`src/source/cfg_master_pkg.sv`:
```
package cfg_master_pkg;

  // --------------------
  // Widths
  // --------------------

  // APB address and data widths
  localparam int ADDR_W = 32;
  localparam int DATA_W = 32;

  // Width of the node field at the top of the address
  localparam int NODE_W = 4;

  // Read data a slave returns together with err when its own access timed out
  localparam logic [DATA_W-1:0] SLV_TIMEOUT_CODE = 32'haaaabeef;

  // --------------------
  // Request and response
  // --------------------

  // Address decode mode, value 1 is not used
  typedef enum logic [1:0] {
    mode_virtual  = 2'd0,
    mode_register = 2'd2,
    mode_memory   = 2'd3
  } cfg_mode_e;

  // Request as it travels to the internal block or down the ring
  typedef struct packed {
    logic [NODE_W-1:0] node;
    cfg_mode_e         mode;
    logic [15:0]       target;
    logic [15:0]       offset;
    logic [DATA_W-1:0] wdata;
    // Set when unused address bits were not zero
    logic              decode_err;
  } cfg_req_t;

  // Response returned with a one-cycle ack
  typedef struct packed {
    logic [DATA_W-1:0] rdata;
    logic              err;
  } cfg_rsp_t;

endpackage

```
`src/source/cfg_addr_decode.sv`:
```
`timescale 1ns/1ps

module cfg_addr_decode import cfg_master_pkg::*; (
  input  logic              prim_gated_clk,
  input  logic              prim_gated_rst_b_sync,
  input  logic              access,
  input  logic              acc_write,
  input  logic [ADDR_W-1:0] acc_addr,
  input  logic [DATA_W-1:0] acc_wdata,
  output logic              req_write,
  output logic              req_read,
  output cfg_req_t          req
);

  cfg_req_t req_nxt;

  // --------------------
  // Address decode
  // --------------------

  always_comb begin
    req_nxt            = '0;
    req_nxt.node       = acc_addr[31:28];
    // Reads carry no write data
    req_nxt.wdata      = acc_write ? acc_wdata : '0;

    if (acc_addr[26] == 1'b0) begin
      // Virtual mode, low bits below the offset must be zero
      req_nxt.mode       = mode_virtual;
      req_nxt.target     = {acc_addr[27], acc_addr[26], acc_addr[25:19], 7'd0};
      req_nxt.offset     = {9'd0, acc_addr[18:12]};
      req_nxt.decode_err = |acc_addr[11:2];
    end else if (acc_addr[26:25] == 2'b10) begin
      // Register mode has no offset
      // The middle bits between target fields are unused
      req_nxt.mode       = mode_register;
      req_nxt.target     = {acc_addr[27:25], acc_addr[14:2]};
      req_nxt.offset     = '0;
      req_nxt.decode_err = |acc_addr[24:15];
    end else begin
      // Memory mode decodes every bit, so it never fails
      req_nxt.mode       = mode_memory;
      req_nxt.target     = {acc_addr[27:16], 4'd0};
      req_nxt.offset     = {2'd0, acc_addr[15:2]};
      req_nxt.decode_err = 1'b0;
    end
  end

  // --------------------
  // Request register
  // --------------------

  always_ff @(posedge prim_gated_clk or negedge prim_gated_rst_b_sync) begin
    if (~prim_gated_rst_b_sync) begin
      req_write <= 1'b0;
      req_read  <= 1'b0;
    end else begin
      req_write <= access & acc_write;
      req_read  <= access & ~acc_write;
    end
  end

  // The request word is qualified by the pulses above
  always_ff @(posedge prim_gated_clk) begin
    if (access) begin
      req <= req_nxt;
    end
  end

endmodule

```
`src/source/cfg_apb_capture.sv`:
```
`timescale 1ns/1ps

module cfg_apb_capture import cfg_master_pkg::*; (
  input  logic              prim_gated_clk,
  input  logic              prim_gated_rst_b_sync,
  input  logic              psel,
  input  logic              penable,
  input  logic              pwrite,
  input  logic [ADDR_W-1:0] paddr,
  input  logic [DATA_W-1:0] pwdata,
  input  logic              rsp_ready,
  input  logic [DATA_W-1:0] rsp_rdata,
  input  logic              rsp_slverr,
  input  logic              rsp_clr_data,
  output logic              access,
  output logic              acc_write,
  output logic [ADDR_W-1:0] acc_addr,
  output logic [DATA_W-1:0] acc_wdata,
  output logic              abort,
  output logic              err_cfg_protocol,
  output logic              pready,
  output logic [DATA_W-1:0] prdata,
  output logic              pslverr
);

  logic              psel_f;
  logic              penable_f;
  logic              pselenb;
  logic              pselenb_f;
  logic              pwrite_f;
  logic              abort_f;
  logic              pready_f;
  logic              pslverr_f;
  logic              clr_f;
  logic              inflight_f;
  logic              protocol_f;
  logic [ADDR_W-1:0] paddr_f;
  logic [DATA_W-1:0] pwdata_f;
  logic [DATA_W-1:0] prdata_f;

  // Access phase starts on the first cycle with penable high
  assign pselenb = psel & penable & ~penable_f;

  // Requestor left before it saw pready
  assign abort = ~psel & psel_f & ~pready_f;

  always_ff @(posedge prim_gated_clk or negedge prim_gated_rst_b_sync) begin
    if (~prim_gated_rst_b_sync) begin
      psel_f     <= 1'b0;
      penable_f  <= 1'b0;
      pselenb_f  <= 1'b0;
      pwrite_f   <= 1'b0;
      abort_f    <= 1'b0;
      pready_f   <= 1'b0;
      pslverr_f  <= 1'b0;
      clr_f      <= 1'b0;
      inflight_f <= 1'b0;
      protocol_f <= 1'b0;
    end else begin
      psel_f     <= psel;
      penable_f  <= penable;
      pselenb_f  <= pselenb;
      pwrite_f   <= pselenb ? pwrite : pwrite_f;
      // The abort stays pending until the next access starts
      abort_f    <= (abort_f | abort) & ~pselenb;
      pready_f   <= rsp_ready;
      pslverr_f  <= rsp_slverr;
      clr_f      <= rsp_clr_data;
      // An access stays in flight until its response arrives or it is aborted
      inflight_f <= pselenb | (inflight_f & ~(rsp_ready | abort));
      // A new start while the old access is still in flight overlaps it
      protocol_f <= pselenb & inflight_f;
    end
  end

  // Captured address and write data for the decoder, read data for the response
  always_ff @(posedge prim_gated_clk) begin
    if (pselenb) begin
      paddr_f <= paddr;
    end
    if (pselenb & pwrite) begin
      pwdata_f <= pwdata;
    end
    prdata_f <= rsp_rdata;
  end

  assign access           = pselenb_f;
  assign acc_write        = pwrite_f;
  assign acc_addr         = paddr_f;
  assign acc_wdata        = pwdata_f;
  assign err_cfg_protocol = protocol_f;

  // --------------------
  // APB response
  // --------------------

  // Nothing goes back to a requestor that has already aborted
  assign pready  = pready_f & ~abort_f;
  assign prdata  = (pready & ~clr_f) ? prdata_f : '0;
  assign pslverr = pready & pslverr_f;

endmodule

```
`src/source/cfg_master_top.sv`:
```
`timescale 1ns/1ps

module cfg_master_top import cfg_master_pkg::*; #(
  parameter logic [NODE_W-1:0] NODE_ID       = '0,
  parameter int                TIMEOUT_W     = 8,
  parameter int                TIMEOUT_VALUE = 16
) (
  input  logic              prim_gated_clk,
  input  logic              prim_gated_rst_b_sync,
  input  logic              pm_fsm_in_run,
  input  logic              flr_prep,
  input  logic              core_reset_done,
  input  logic              cfg_disable_pslverr_timeout,
  input  logic              psel,
  input  logic              penable,
  input  logic              pwrite,
  input  logic [ADDR_W-1:0] paddr,
  input  logic [DATA_W-1:0] pwdata,
  output logic              pready,
  output logic [DATA_W-1:0] prdata,
  output logic              pslverr,
  output logic              cfg_req_internal_write,
  output logic              cfg_req_internal_read,
  output cfg_req_t          cfg_req_internal,
  input  logic              cfg_rsp_internal_ack,
  input  cfg_rsp_t          cfg_rsp_internal,
  output logic              cfg_req_down_write,
  output logic              cfg_req_down_read,
  output cfg_req_t          cfg_req_down,
  input  logic              cfg_rsp_up_ack,
  input  cfg_rsp_t          cfg_rsp_up,
  output logic              err_timeout,
  output logic              err_cfg_protocol,
  output logic              err_cfg_decode,
  output logic              err_cfg_req_drop,
  output logic              err_slv_access,
  output logic              err_slv_timeout
);

  logic              access;
  logic              acc_write;
  logic [ADDR_W-1:0] acc_addr;
  logic [DATA_W-1:0] acc_wdata;
  logic              abort;
  logic              req_write;
  logic              req_read;
  cfg_req_t          req;
  logic              internal_v;
  logic              ring_v;
  logic              internal_drop;
  logic              ring_drop;
  logic              internal_ready;
  logic              ring_ready;
  logic [DATA_W-1:0] rsp_rdata;
  logic              rsp_clr_data;
  logic              rsp_ready;
  logic              rsp_slverr;
  logic              req_start;

  // --------------------
  // Completion
  // --------------------

  // Any way a request can end produces the pready
  assign rsp_ready  = internal_ready | ring_ready | internal_drop | ring_drop | err_timeout;
  // Timeouts, ours or the slave's, may be kept off pslverr
  assign rsp_slverr = (err_timeout | err_slv_timeout) & ~cfg_disable_pslverr_timeout;
  // Only a request that really left starts the timer
  assign req_start  = cfg_req_internal_write | cfg_req_internal_read |
                      cfg_req_down_write | cfg_req_down_read;

  cfg_apb_capture u_capture (
    .prim_gated_clk, .prim_gated_rst_b_sync,
    .psel, .penable, .pwrite, .paddr, .pwdata,
    .rsp_ready, .rsp_rdata, .rsp_slverr, .rsp_clr_data,
    .access, .acc_write, .acc_addr, .acc_wdata, .abort,
    .err_cfg_protocol, .pready, .prdata, .pslverr
  );

  cfg_addr_decode u_decode (
    .prim_gated_clk, .prim_gated_rst_b_sync,
    .access, .acc_write, .acc_addr, .acc_wdata,
    .req_write, .req_read, .req
  );

  cfg_req_router #(
    .NODE_ID (NODE_ID)
  ) u_router (
    .prim_gated_clk, .prim_gated_rst_b_sync,
    .req_write, .req_read, .req, .abort,
    .ring_ready, .internal_ready, .err_timeout,
    .pm_fsm_in_run, .flr_prep, .core_reset_done,
    .cfg_req_internal_write, .cfg_req_internal_read, .cfg_req_internal,
    .cfg_req_down_write, .cfg_req_down_read, .cfg_req_down,
    .internal_v, .ring_v, .internal_drop, .ring_drop,
    .err_cfg_decode, .err_cfg_req_drop
  );

  cfg_rsp_collect u_collect (
    .prim_gated_clk, .prim_gated_rst_b_sync,
    .cfg_rsp_internal_ack, .cfg_rsp_internal, .cfg_rsp_up_ack, .cfg_rsp_up,
    .internal_v, .ring_v, .internal_ready, .ring_ready,
    .rsp_rdata, .err_slv_access, .err_slv_timeout, .rsp_clr_data
  );

  // A drop also ends the path so the timer does not fire on it
  cfg_timeout #(
    .TIMEOUT_W     (TIMEOUT_W),
    .TIMEOUT_VALUE (TIMEOUT_VALUE)
  ) u_timeout (
    .prim_gated_clk, .prim_gated_rst_b_sync,
    .req_start, .ring_v, .internal_v,
    .ring_ready     (ring_ready | ring_drop),
    .internal_ready (internal_ready | internal_drop),
    .abort, .err_timeout
  );

endmodule

```
`src/source/cfg_req_router.sv`:
```
`timescale 1ns/1ps

module cfg_req_router import cfg_master_pkg::*; #(
  parameter logic [NODE_W-1:0] NODE_ID = '0
) (
  input  logic     prim_gated_clk,
  input  logic     prim_gated_rst_b_sync,
  input  logic     req_write,
  input  logic     req_read,
  input  cfg_req_t req,
  input  logic     abort,
  input  logic     ring_ready,
  input  logic     internal_ready,
  input  logic     err_timeout,
  input  logic     pm_fsm_in_run,
  input  logic     flr_prep,
  input  logic     core_reset_done,
  output logic     cfg_req_internal_write,
  output logic     cfg_req_internal_read,
  output cfg_req_t cfg_req_internal,
  output logic     cfg_req_down_write,
  output logic     cfg_req_down_read,
  output cfg_req_t cfg_req_down,
  output logic     internal_v,
  output logic     ring_v,
  output logic     internal_drop,
  output logic     ring_drop,
  output logic     err_cfg_decode,
  output logic     err_cfg_req_drop
);

  logic     is_internal;
  logic     req_any;
  logic     int_write_f;
  logic     int_read_f;
  logic     down_write_f;
  logic     down_read_f;
  cfg_req_t int_req_f;
  cfg_req_t down_req_f;
  logic     int_bad;
  logic     down_bad;

  // Own node ID selects the local register block, anything else goes on the ring
  assign is_internal = (req.node == NODE_ID);
  assign req_any     = req_write | req_read;

  always_ff @(posedge prim_gated_clk or negedge prim_gated_rst_b_sync) begin
    if (~prim_gated_rst_b_sync) begin
      int_write_f  <= 1'b0;
      int_read_f   <= 1'b0;
      down_write_f <= 1'b0;
      down_read_f  <= 1'b0;
      int_req_f    <= '0;
      down_req_f   <= '0;
      internal_v   <= 1'b0;
      ring_v       <= 1'b0;
    end else begin
      int_write_f  <= req_write & is_internal;
      int_read_f   <= req_read & is_internal;
      down_write_f <= req_write & ~is_internal;
      down_read_f  <= req_read & ~is_internal;
      // Request words are zero outside their strobe cycle
      int_req_f    <= (req_any & is_internal) ? req : '0;
      down_req_f   <= (req_any & ~is_internal) ? req : '0;
      // Outstanding flags run from launch until the path completes
      internal_v   <= (req_any & is_internal & ~abort) |
                      (internal_v & ~(abort | internal_ready | err_timeout | internal_drop));
      ring_v       <= (req_any & ~is_internal & ~abort) |
                      (ring_v & ~(abort | ring_ready | err_timeout | ring_drop));
    end
  end

  // --------------------
  // Drop decision
  // --------------------

  // The ring is off limits until the core runs and has left reset and FLR
  assign int_bad  = int_req_f.decode_err;
  assign down_bad = down_req_f.decode_err | ~pm_fsm_in_run | flr_prep | ~core_reset_done;

  assign internal_drop = (int_write_f | int_read_f) & int_bad;
  assign ring_drop     = (down_write_f | down_read_f) & down_bad;

  assign cfg_req_internal_write = int_write_f & ~int_bad;
  assign cfg_req_internal_read  = int_read_f & ~int_bad;
  assign cfg_req_internal       = int_bad ? '0 : int_req_f;
  assign cfg_req_down_write     = down_write_f & ~down_bad;
  assign cfg_req_down_read      = down_read_f & ~down_bad;
  assign cfg_req_down           = down_bad ? '0 : down_req_f;

  // Error flags line up with the pready of the dropped request
  always_ff @(posedge prim_gated_clk or negedge prim_gated_rst_b_sync) begin
    if (~prim_gated_rst_b_sync) begin
      err_cfg_decode   <= 1'b0;
      err_cfg_req_drop <= 1'b0;
    end else begin
      err_cfg_decode   <= (internal_drop & int_req_f.decode_err) |
                          (ring_drop & down_req_f.decode_err);
      // A decode error is reported as such, not as a drop
      err_cfg_req_drop <= ring_drop & ~down_req_f.decode_err;
    end
  end

endmodule

```
`src/source/cfg_rsp_collect.sv`:
```
`timescale 1ns/1ps

module cfg_rsp_collect import cfg_master_pkg::*; (
  input  logic              prim_gated_clk,
  input  logic              prim_gated_rst_b_sync,
  input  logic              cfg_rsp_internal_ack,
  input  cfg_rsp_t          cfg_rsp_internal,
  input  logic              cfg_rsp_up_ack,
  input  cfg_rsp_t          cfg_rsp_up,
  input  logic              internal_v,
  input  logic              ring_v,
  output logic              internal_ready,
  output logic              ring_ready,
  output logic [DATA_W-1:0] rsp_rdata,
  output logic              err_slv_access,
  output logic              err_slv_timeout,
  output logic              rsp_clr_data
);

  logic     int_ack_f;
  logic     up_ack_f;
  cfg_rsp_t int_rsp_f;
  cfg_rsp_t up_rsp_f;
  cfg_rsp_t sel_rsp;

  // The ack can land on any cycle, so both ports are flopped every cycle
  always_ff @(posedge prim_gated_clk or negedge prim_gated_rst_b_sync) begin
    if (~prim_gated_rst_b_sync) begin
      int_ack_f <= 1'b0;
      up_ack_f  <= 1'b0;
    end else begin
      int_ack_f <= cfg_rsp_internal_ack;
      up_ack_f  <= cfg_rsp_up_ack;
    end
  end

  always_ff @(posedge prim_gated_clk) begin
    int_rsp_f <= cfg_rsp_internal;
    up_rsp_f  <= cfg_rsp_up;
  end

  // An ack only counts on the path that has a request outstanding
  assign internal_ready = int_ack_f & internal_v;
  assign ring_ready     = up_ack_f & ring_v;

  // --------------------
  // Response select
  // --------------------

  always_comb begin
    sel_rsp = '0;
    if (ring_ready) begin
      // Ring response takes priority
      sel_rsp = up_rsp_f;
    end else if (internal_ready) begin
      sel_rsp = int_rsp_f;
    end
  end

  assign rsp_rdata       = sel_rsp.rdata;
  assign err_slv_access  = sel_rsp.err;
  // A slave that timed out says so through a fixed rdata code
  assign err_slv_timeout = sel_rsp.err & (sel_rsp.rdata == SLV_TIMEOUT_CODE);
  // Error codes in rdata are never passed to the requestor
  assign rsp_clr_data    = sel_rsp.err;

endmodule

```
`src/source/cfg_timeout.sv`:
```
`timescale 1ns/1ps

module cfg_timeout #(
  parameter int TIMEOUT_W     = 8,
  parameter int TIMEOUT_VALUE = 16
) (
  input  logic prim_gated_clk,
  input  logic prim_gated_rst_b_sync,
  input  logic req_start,
  input  logic ring_v,
  input  logic internal_v,
  input  logic ring_ready,
  input  logic internal_ready,
  input  logic abort,
  output logic err_timeout
);

  localparam logic [TIMEOUT_W-1:0] TIMEOUT_LOAD = TIMEOUT_W'(TIMEOUT_VALUE - 1);

  logic [TIMEOUT_W-1:0] count_f;
  logic [TIMEOUT_W-1:0] count_nxt;
  logic                 busy;

  assign busy = ring_v | internal_v;

  // Priority is load, then hold, then alarm, then count
  always_comb begin
    count_nxt   = count_f;
    err_timeout = 1'b0;
    if (req_start) begin
      count_nxt = TIMEOUT_LOAD;
    end else if (ring_ready | internal_ready | abort) begin
      // Request finished, keep the count where it stopped
      count_nxt = count_f;
    end else if (busy & (count_f == '0)) begin
      count_nxt   = TIMEOUT_LOAD;
      err_timeout = 1'b1;
    end else if (busy) begin
      count_nxt = count_f - 1'b1;
    end
  end

  always_ff @(posedge prim_gated_clk or negedge prim_gated_rst_b_sync) begin
    if (~prim_gated_rst_b_sync) begin
      count_f <= TIMEOUT_LOAD;
    end else begin
      count_f <= count_nxt;
    end
  end

endmodule
```
`config.mk`:
```
export PLATFORM = sky130hd
export DESIGN_NAME = cfg_master_top
export DESIGN_NICKNAME = d
export VERILOG_FILES = /design/src/source/cfg_master_pkg.sv /design/src/source/cfg_addr_decode.sv /design/src/source/cfg_apb_capture.sv /design/src/source/cfg_master_top.sv /design/src/source/cfg_req_router.sv /design/src/source/cfg_rsp_collect.sv /design/src/source/cfg_timeout.sv
export SDC_FILE = /design/constraint.sdc
export NUM_CORES = 1
export LEC_CHECK = 0
export ABC_AREA = 1
export BUFFER_PORTS_ARGS = -buffer_cell sky130_fd_sc_hd__buf_2
export CORE_UTILIZATION = 45
export DETAILED_ROUTE_END_ITERATION = 10
export PLACE_DENSITY = 0.68
export SETUP_SLACK_MARGIN = 0.4
export SYNTH_ARGS = -nofsm -noshare
export SYNTH_HDL_FRONTEND = slang
export SYNTH_HIERARCHICAL = 1
export SYNTH_SLANG_ARGS = --single-unit
```
`constraint.sdc`:
```
create_clock -name prim_gated_clk -period 6.7 [get_ports prim_gated_clk]
set_input_delay 0.67 -clock prim_gated_clk [delete_from_list [all_inputs] [get_ports prim_gated_clk]]
set_output_delay 0.67 -clock prim_gated_clk [all_outputs]
set_load 0.05 [all_outputs]
```
# After elaboration in Yosys (flattened, before gate mapping)

Cells that the tools add are included.

Equality and inequality tests: 3
Reduce and logical (&&, ||, !) cells: 8
$add $sub $neg: 1
Bitwise gates (word level): 87
Mux-type cells: 18

Operators with widths:

| kind                   | number |
|---|---|
| $mux W71               | 4 |
| $mux W33               | 3 |
| $mux W32               | 2 |
| $and A1 B1 Y1          | 37 |
| $eq A32 B32 Y1 const B | 1 |
| $mux W8                | 4 |
| $or A1 B1 Y1           | 31 |
| $reduce_or A10 Y1      | 2 |
| $not A1 Y1             | 19 |
| $logic_not A8 Y1       | 1 |
| $sub A8 B1 Y8 const B  | 1 |
| $mux W1                | 5 |
| $logic_not A4 Y1       | 1 |
| $reduce_and A2 Y1      | 2 |
| $reduce_bool A3 Y1     | 1 |
| $eq A2 B2 Y1 const B   | 1 |
| $ne A2 B2 Y1 const B   | 1 |
| $reduce_or A2 Y1       | 1 |

Bits in registers: 405
Input bits: 141
Output and inout bits: 186
Logic and storage cells: 169

# Logic depth before layout (Yosys ltp)

Depth after elaboration: 15
Mapped depth: 15
Gate-level depth less buffers: 15

# Modules after synthesis

Netlist, hierarchy kept.

Modules (own cells, without submodules):

| module          | cells each | sequential area each (sq um) | area an instance (sq um) | times used |
|---|---|---|---|---|
| cfg_req_router  | 718        | 3753.6                       | 6080.8                   | 1 |
| cfg_apb_capture | 195        | 2812.7                       | 3205.6                   | 1 |
| cfg_addr_decode | 220        | 2092.0                       | 2723.9                   | 1 |
| cfg_rsp_collect | 249        | 1371.3                       | 2168.3                   | 1 |
| cfg_timeout     | 85         | 205.2                        | 589.3                    | 1 |
| cfg_master_top  | 11         | 0.0                          | 47.5                     | 1 |

# Worst setup path before layout

OpenSTA, ideal clock, no wires.

Path kind: input-to-output
From: input core_reset_done
To: output err_timeout
Cell stages on the path: 8
Path slack: 3171 ps
Data arrival time: 2859 ps
Required time: 6030 ps
Path buffers: 1
Cells stage by stage: nand2_1 inv_1 nand2_1 buf_2 nor2_1 nor2_1 nand2_1 nor3_1

Elaborated cells between the ends (all ways): 13
Classes of those cells: mux: 2; bitwise: 11

RTL lines:

| element                      | RTL line             | source |
|---|---|---|
| start, declared              | cfg_master_top.sv:12 | `input logic core_reset_done,` |
| $not A1 Y1                   | cfg_req_router.sv:79 | `assign down_bad = down_req_f.decode_err \| ~pm_fsm_in_run \| flr_prep \| ~core_reset_done;` |
| $or A1 B1 Y1                 | cfg_req_router.sv:79 |  |
| $not A1 Y1                   | cfg_req_router.sv:87 | `assign cfg_req_down_write = down_write_f & ~down_bad;` |
| $and A1 B1 Y1                | cfg_req_router.sv:87 |  |
| named net cfg_req_down_write | cfg_master_top.sv:27 | `output logic cfg_req_down_write,` |
| $or A1 B1 Y1                 | cfg_master_top.sv:69 | `assign req_start = cfg_req_internal_write \| cfg_req_internal_read \|` |
| $or A1 B1 Y1                 | cfg_master_top.sv:70 | `cfg_req_down_write \| cfg_req_down_read;` |
| named net req_start          | cfg_master_top.sv:58 | `logic req_start;` |
| $mux W1                      | cfg_timeout.sv:30    | `if (req_start) begin` |
| end, declared                | cfg_master_top.sv:32 | `output logic err_timeout,` |

The timed path passes the listed nets, and every way through them passes these cells.

# Worst setup path in the final report

From: register u_router.int_req_f, in the netlist u_router/int_bad
To: output err_timeout

Cells in the longest elaborated chain, start to end: 6
Elaborated cells between the ends (all ways): 12
Classes of those cells: mux: 2; bitwise: 10

RTL lines:

| element                    | RTL line              | source |
|---|---|---|
| start, declared            | cfg_req_router.sv:38  | `cfg_req_t int_req_f;` |
| start signal, assigned     | cfg_req_router.sv:63  | `int_req_f <= (req_any & is_internal) ? req : '0;` |
| $and A1 B1 Y1              | cfg_req_router.sv:81  | `assign internal_drop = (int_write_f \| int_read_f) & int_bad;` |
| named net internal_drop    | cfg_master_top.sv:50  | `logic internal_drop;` |
| $or A1 B1 Y1               | cfg_master_top.sv:114 | `.internal_ready (internal_ready \| internal_drop),` |
| $or A1 B1 Y1 (2 in series) | cfg_timeout.sv:32     | `end else if (ring_ready \| internal_ready \| abort) begin` |
| $mux W1                    | cfg_timeout.sv:32     |  |
| $mux W1                    | cfg_timeout.sv:30     |  |

The timed path passes the listed nets, and every way through them passes these cells.

==> metrics.txt <==
drt first pass iters 4; Final Hold Slack around 0.21 ns; unrepaired setup endpoints after global routing no; CTS H-Tree Depth 2; least setup slack across all paths after layout 2.76 ns; CTS clock-pin slew for the worst setup and hold paths 0.06 ns; CTS-repair resized insts 0; critical path peak fanout 43; post-synthesis cell count 1476; FMAX 254 MHz; maximum vdd ir drop between 0.2 and 0.25 mV; Final min period 3.94 ns; FILL cells 2798; effective utilization at floorplan ~46%; largest net degree at the start of global routing 94; clock skew after layout 0.0226 ns; row count 65; synthesized area per cell around 10 sq um; TritonCTS clock tree built; Placement Setup Slack 3.13 ns; I/O pin total between 300 and 400; antenna-violating nets left 0; number of warnings reported in the yosys synthesis log 6; static leakage between 9 and 10 nW; Setup TNS 0 ns; fraction of the cycle the final worst path needs between 50 and 60%; wire length of the first global-routing pass 48.3 mm; Post-DP HPWL 20.8 mm; vias in the first global route 9513; Register-to-Register Path Depth 13; routability-driven placement congestion ratio 0.802; hold violation count in the final report 0; area growth from synthesis to layout 21.8%; met2 global-route usage between 30% and 40%; Slew Viols, Final 0; final routed wirelength across all metal layers 30.8 mm; worst r2r dst u_capture/inflight_f; cts bufs inserted 41; status complete, no violations; die area 33500 sq um; aggregate global routing overflow 0; die span in y 183 um; number of antenna violations at the first check in global routing 4; Worst-Skew Late Latency about 0.53 ns; met1 Track Usage GR about a quarter; Core Region 31900 sq um; cell area after synthesis 14800 sq um; layout cell share with drive strength beyond 1 24.1%; Setup Fix Bufs, Post-CTS 0; count of input and output buffers ~320; overall power around 5.3 mW; final net count 1940; Sink Count 400; critical path launch point type flop; maximum capacitance violations 0; worst slew margin relative to its limit 26.2%; width of the die 183 um; combined global-route utilization of all metal layers 18.6%; start of the worst register-to-register path u_router/int_bad; root buffer selected by CTS sky130_fd_sc_hd__clkbuf_16; met3 capacity usage during global routing under 10%; Vias 9791; number of non-filler instances in the completed layout about 2300; First DRT Iteration DRCs 523; Power per Cell Area 296 nW/um^2; post-DR vias/cell 4.32; reg-to-reg slack, setup 3.83 ns; hold buffer count at CTS 0; type of the tightest min-delay check input port to asynchronous set/reset pin; final routed DRC violation total 0; worst setup path class flop to output pin; average wire per standard cell 13.6 um; final setup violation count 0; required time worst endpoint just over 6 ns; most utilized layer in the global route result met2; slew of the pin with the lowest slew margin 1.11 ns; Crit path arrival time 3.27 ns; Critical Path End Type output pin; Clock Path Buffers 3; Inst Count DP between 2000 and 2500
==> where the power goes <==
part           total [mW]  internal [mW]  switching, mW
clock network        2.24           1.33          0.915
logic               0.386          0.118          0.268
registers            2.70           2.64         0.0594
==> per-stage QoR <==
step | util (%) | instance area (sq um)
detailed placement | 52.1 | 16600
floorplan | - | 14800
finish | 56.4 | 18000
global route | 56.4 | 18000
CTS | 56.3 | 18000
global placement | 52.1 | 16600
==> cell type report <==
| type | count | area, sq um | share of cell area, % |
|---|---|---|---|
| multi-input cells | 660 | 2830 | 15.8 |
| clock inverters | 20 | 169 | 0.940 |
| repair buffers | 328 | 1660 | 9.25 |
| well taps | 435 | 544 | 3.03 |
| clock buffers | 55 | 1180 | 6.59 |
| inverters | 366 | 1390 | 7.72 |
| flip-flops and latches | 400 | 10200 | 56.7 |
| diodes | 4 | 10.0 | 0.0557 |
==> worst max path at each step <==
stage / start / end / slack, ns / depth (start not counted)
after floorplan: core_reset_done / err_timeout / 3.17 / 8
after global placement: core_reset_done / err_timeout / 3.12 / 10
after detailed placement: core_reset_done / err_timeout / 3.13 / 10
after CTS: u_router/int_bad / err_timeout / 2.73 / 9
after global routing: u_router/int_bad / err_timeout / 2.46 / 9
final: u_router/int_bad / err_timeout / 2.76 / 9
==> critical path: stages (launching register included) <==
cell                      delay (ns)
sky130_fd_sc_hd__dfrtp_2        0.60
sky130_fd_sc_hd__buf_4          0.37
sky130_fd_sc_hd__o21ai_0        0.32
sky130_fd_sc_hd__inv_1          0.11
sky130_fd_sc_hd__nor2_2         0.14
sky130_fd_sc_hd__inv_1          0.08
sky130_fd_sc_hd__nor2_4         0.13
sky130_fd_sc_hd__nand2_1        0.08
sky130_fd_sc_hd__nor3_1         0.54
sky130_fd_sc_hd__buf_2          0.38
==> routing by layer <==
metal | share of wire, % | vias to the layer above
met5 | 0.026 | -
met4 | 3.1 | 2
met3 | 5.7 | 64
met2 | 49 | 307
met1 | 42 | 4496
li1 | - | 4922
==> layout by cell type, fill, tap and decap left out, types with 2 or more instances in the layout <==
| master | count |
|---|---|
| sky130_fd_sc_hd__nor2_4 | 15 |
| sky130_fd_sc_hd__clkinv_4 | 3 |
| sky130_fd_sc_hd__nand3_1 | 40 |
| sky130_fd_sc_hd__nand2_4 | 3 |
| sky130_fd_sc_hd__dfrtp_1 | 166 |
| sky130_fd_sc_hd__nand2_2 | 4 |
| sky130_fd_sc_hd__buf_4 | 6 |
| sky130_fd_sc_hd__nor3_1 | 3 |
| sky130_fd_sc_hd__diode_2 | 4 |
| sky130_fd_sc_hd__clkbuf_16 | 45 |
| sky130_fd_sc_hd__clkinv_1 | 6 |
| sky130_fd_sc_hd__ha_1 | 2 |
| sky130_fd_sc_hd__nor2_2 | 7 |
| sky130_fd_sc_hd__dfstp_2 | 4 |
| sky130_fd_sc_hd__inv_2 | 7 |
| sky130_fd_sc_hd__o21ai_1 | 6 |
| sky130_fd_sc_hd__clkinv_2 | 7 |
| sky130_fd_sc_hd__nand2_1 | 174 |
| sky130_fd_sc_hd__clkbuf_8 | 2 |
| sky130_fd_sc_hd__clkbuf_1 | 8 |
| sky130_fd_sc_hd__dfxtp_1 | 98 |
| sky130_fd_sc_hd__conb_1 | 8 |
| sky130_fd_sc_hd__o21ai_0 | 7 |
| sky130_fd_sc_hd__o22ai_1 | 10 |
| sky130_fd_sc_hd__nor2_1 | 364 |
| sky130_fd_sc_hd__nand3_4 | 2 |
| sky130_fd_sc_hd__a21oi_1 | 4 |
| sky130_fd_sc_hd__edfxtp_1 | 130 |
| sky130_fd_sc_hd__inv_1 | 358 |
| sky130_fd_sc_hd__or2_2 | 4 |
| sky130_fd_sc_hd__buf_2 | 321 |
| sky130_fd_sc_hd__bufinv_16 | 2 |
==> flip-flops by register name, summed over array words and instances (netlist names), 8 cells and up <==
signal,flops
u_capture/acc_addr,30
u_decode/req,68
u_capture/prdata_f,32
u_router/down_req_f,71
u_collect/int_rsp_f,33
u_router/int_req_f,70
u_capture/acc_wdata,32
u_timeout/count_f,8
u_collect/up_rsp_f,33
(Power assumes the default switching activity.)
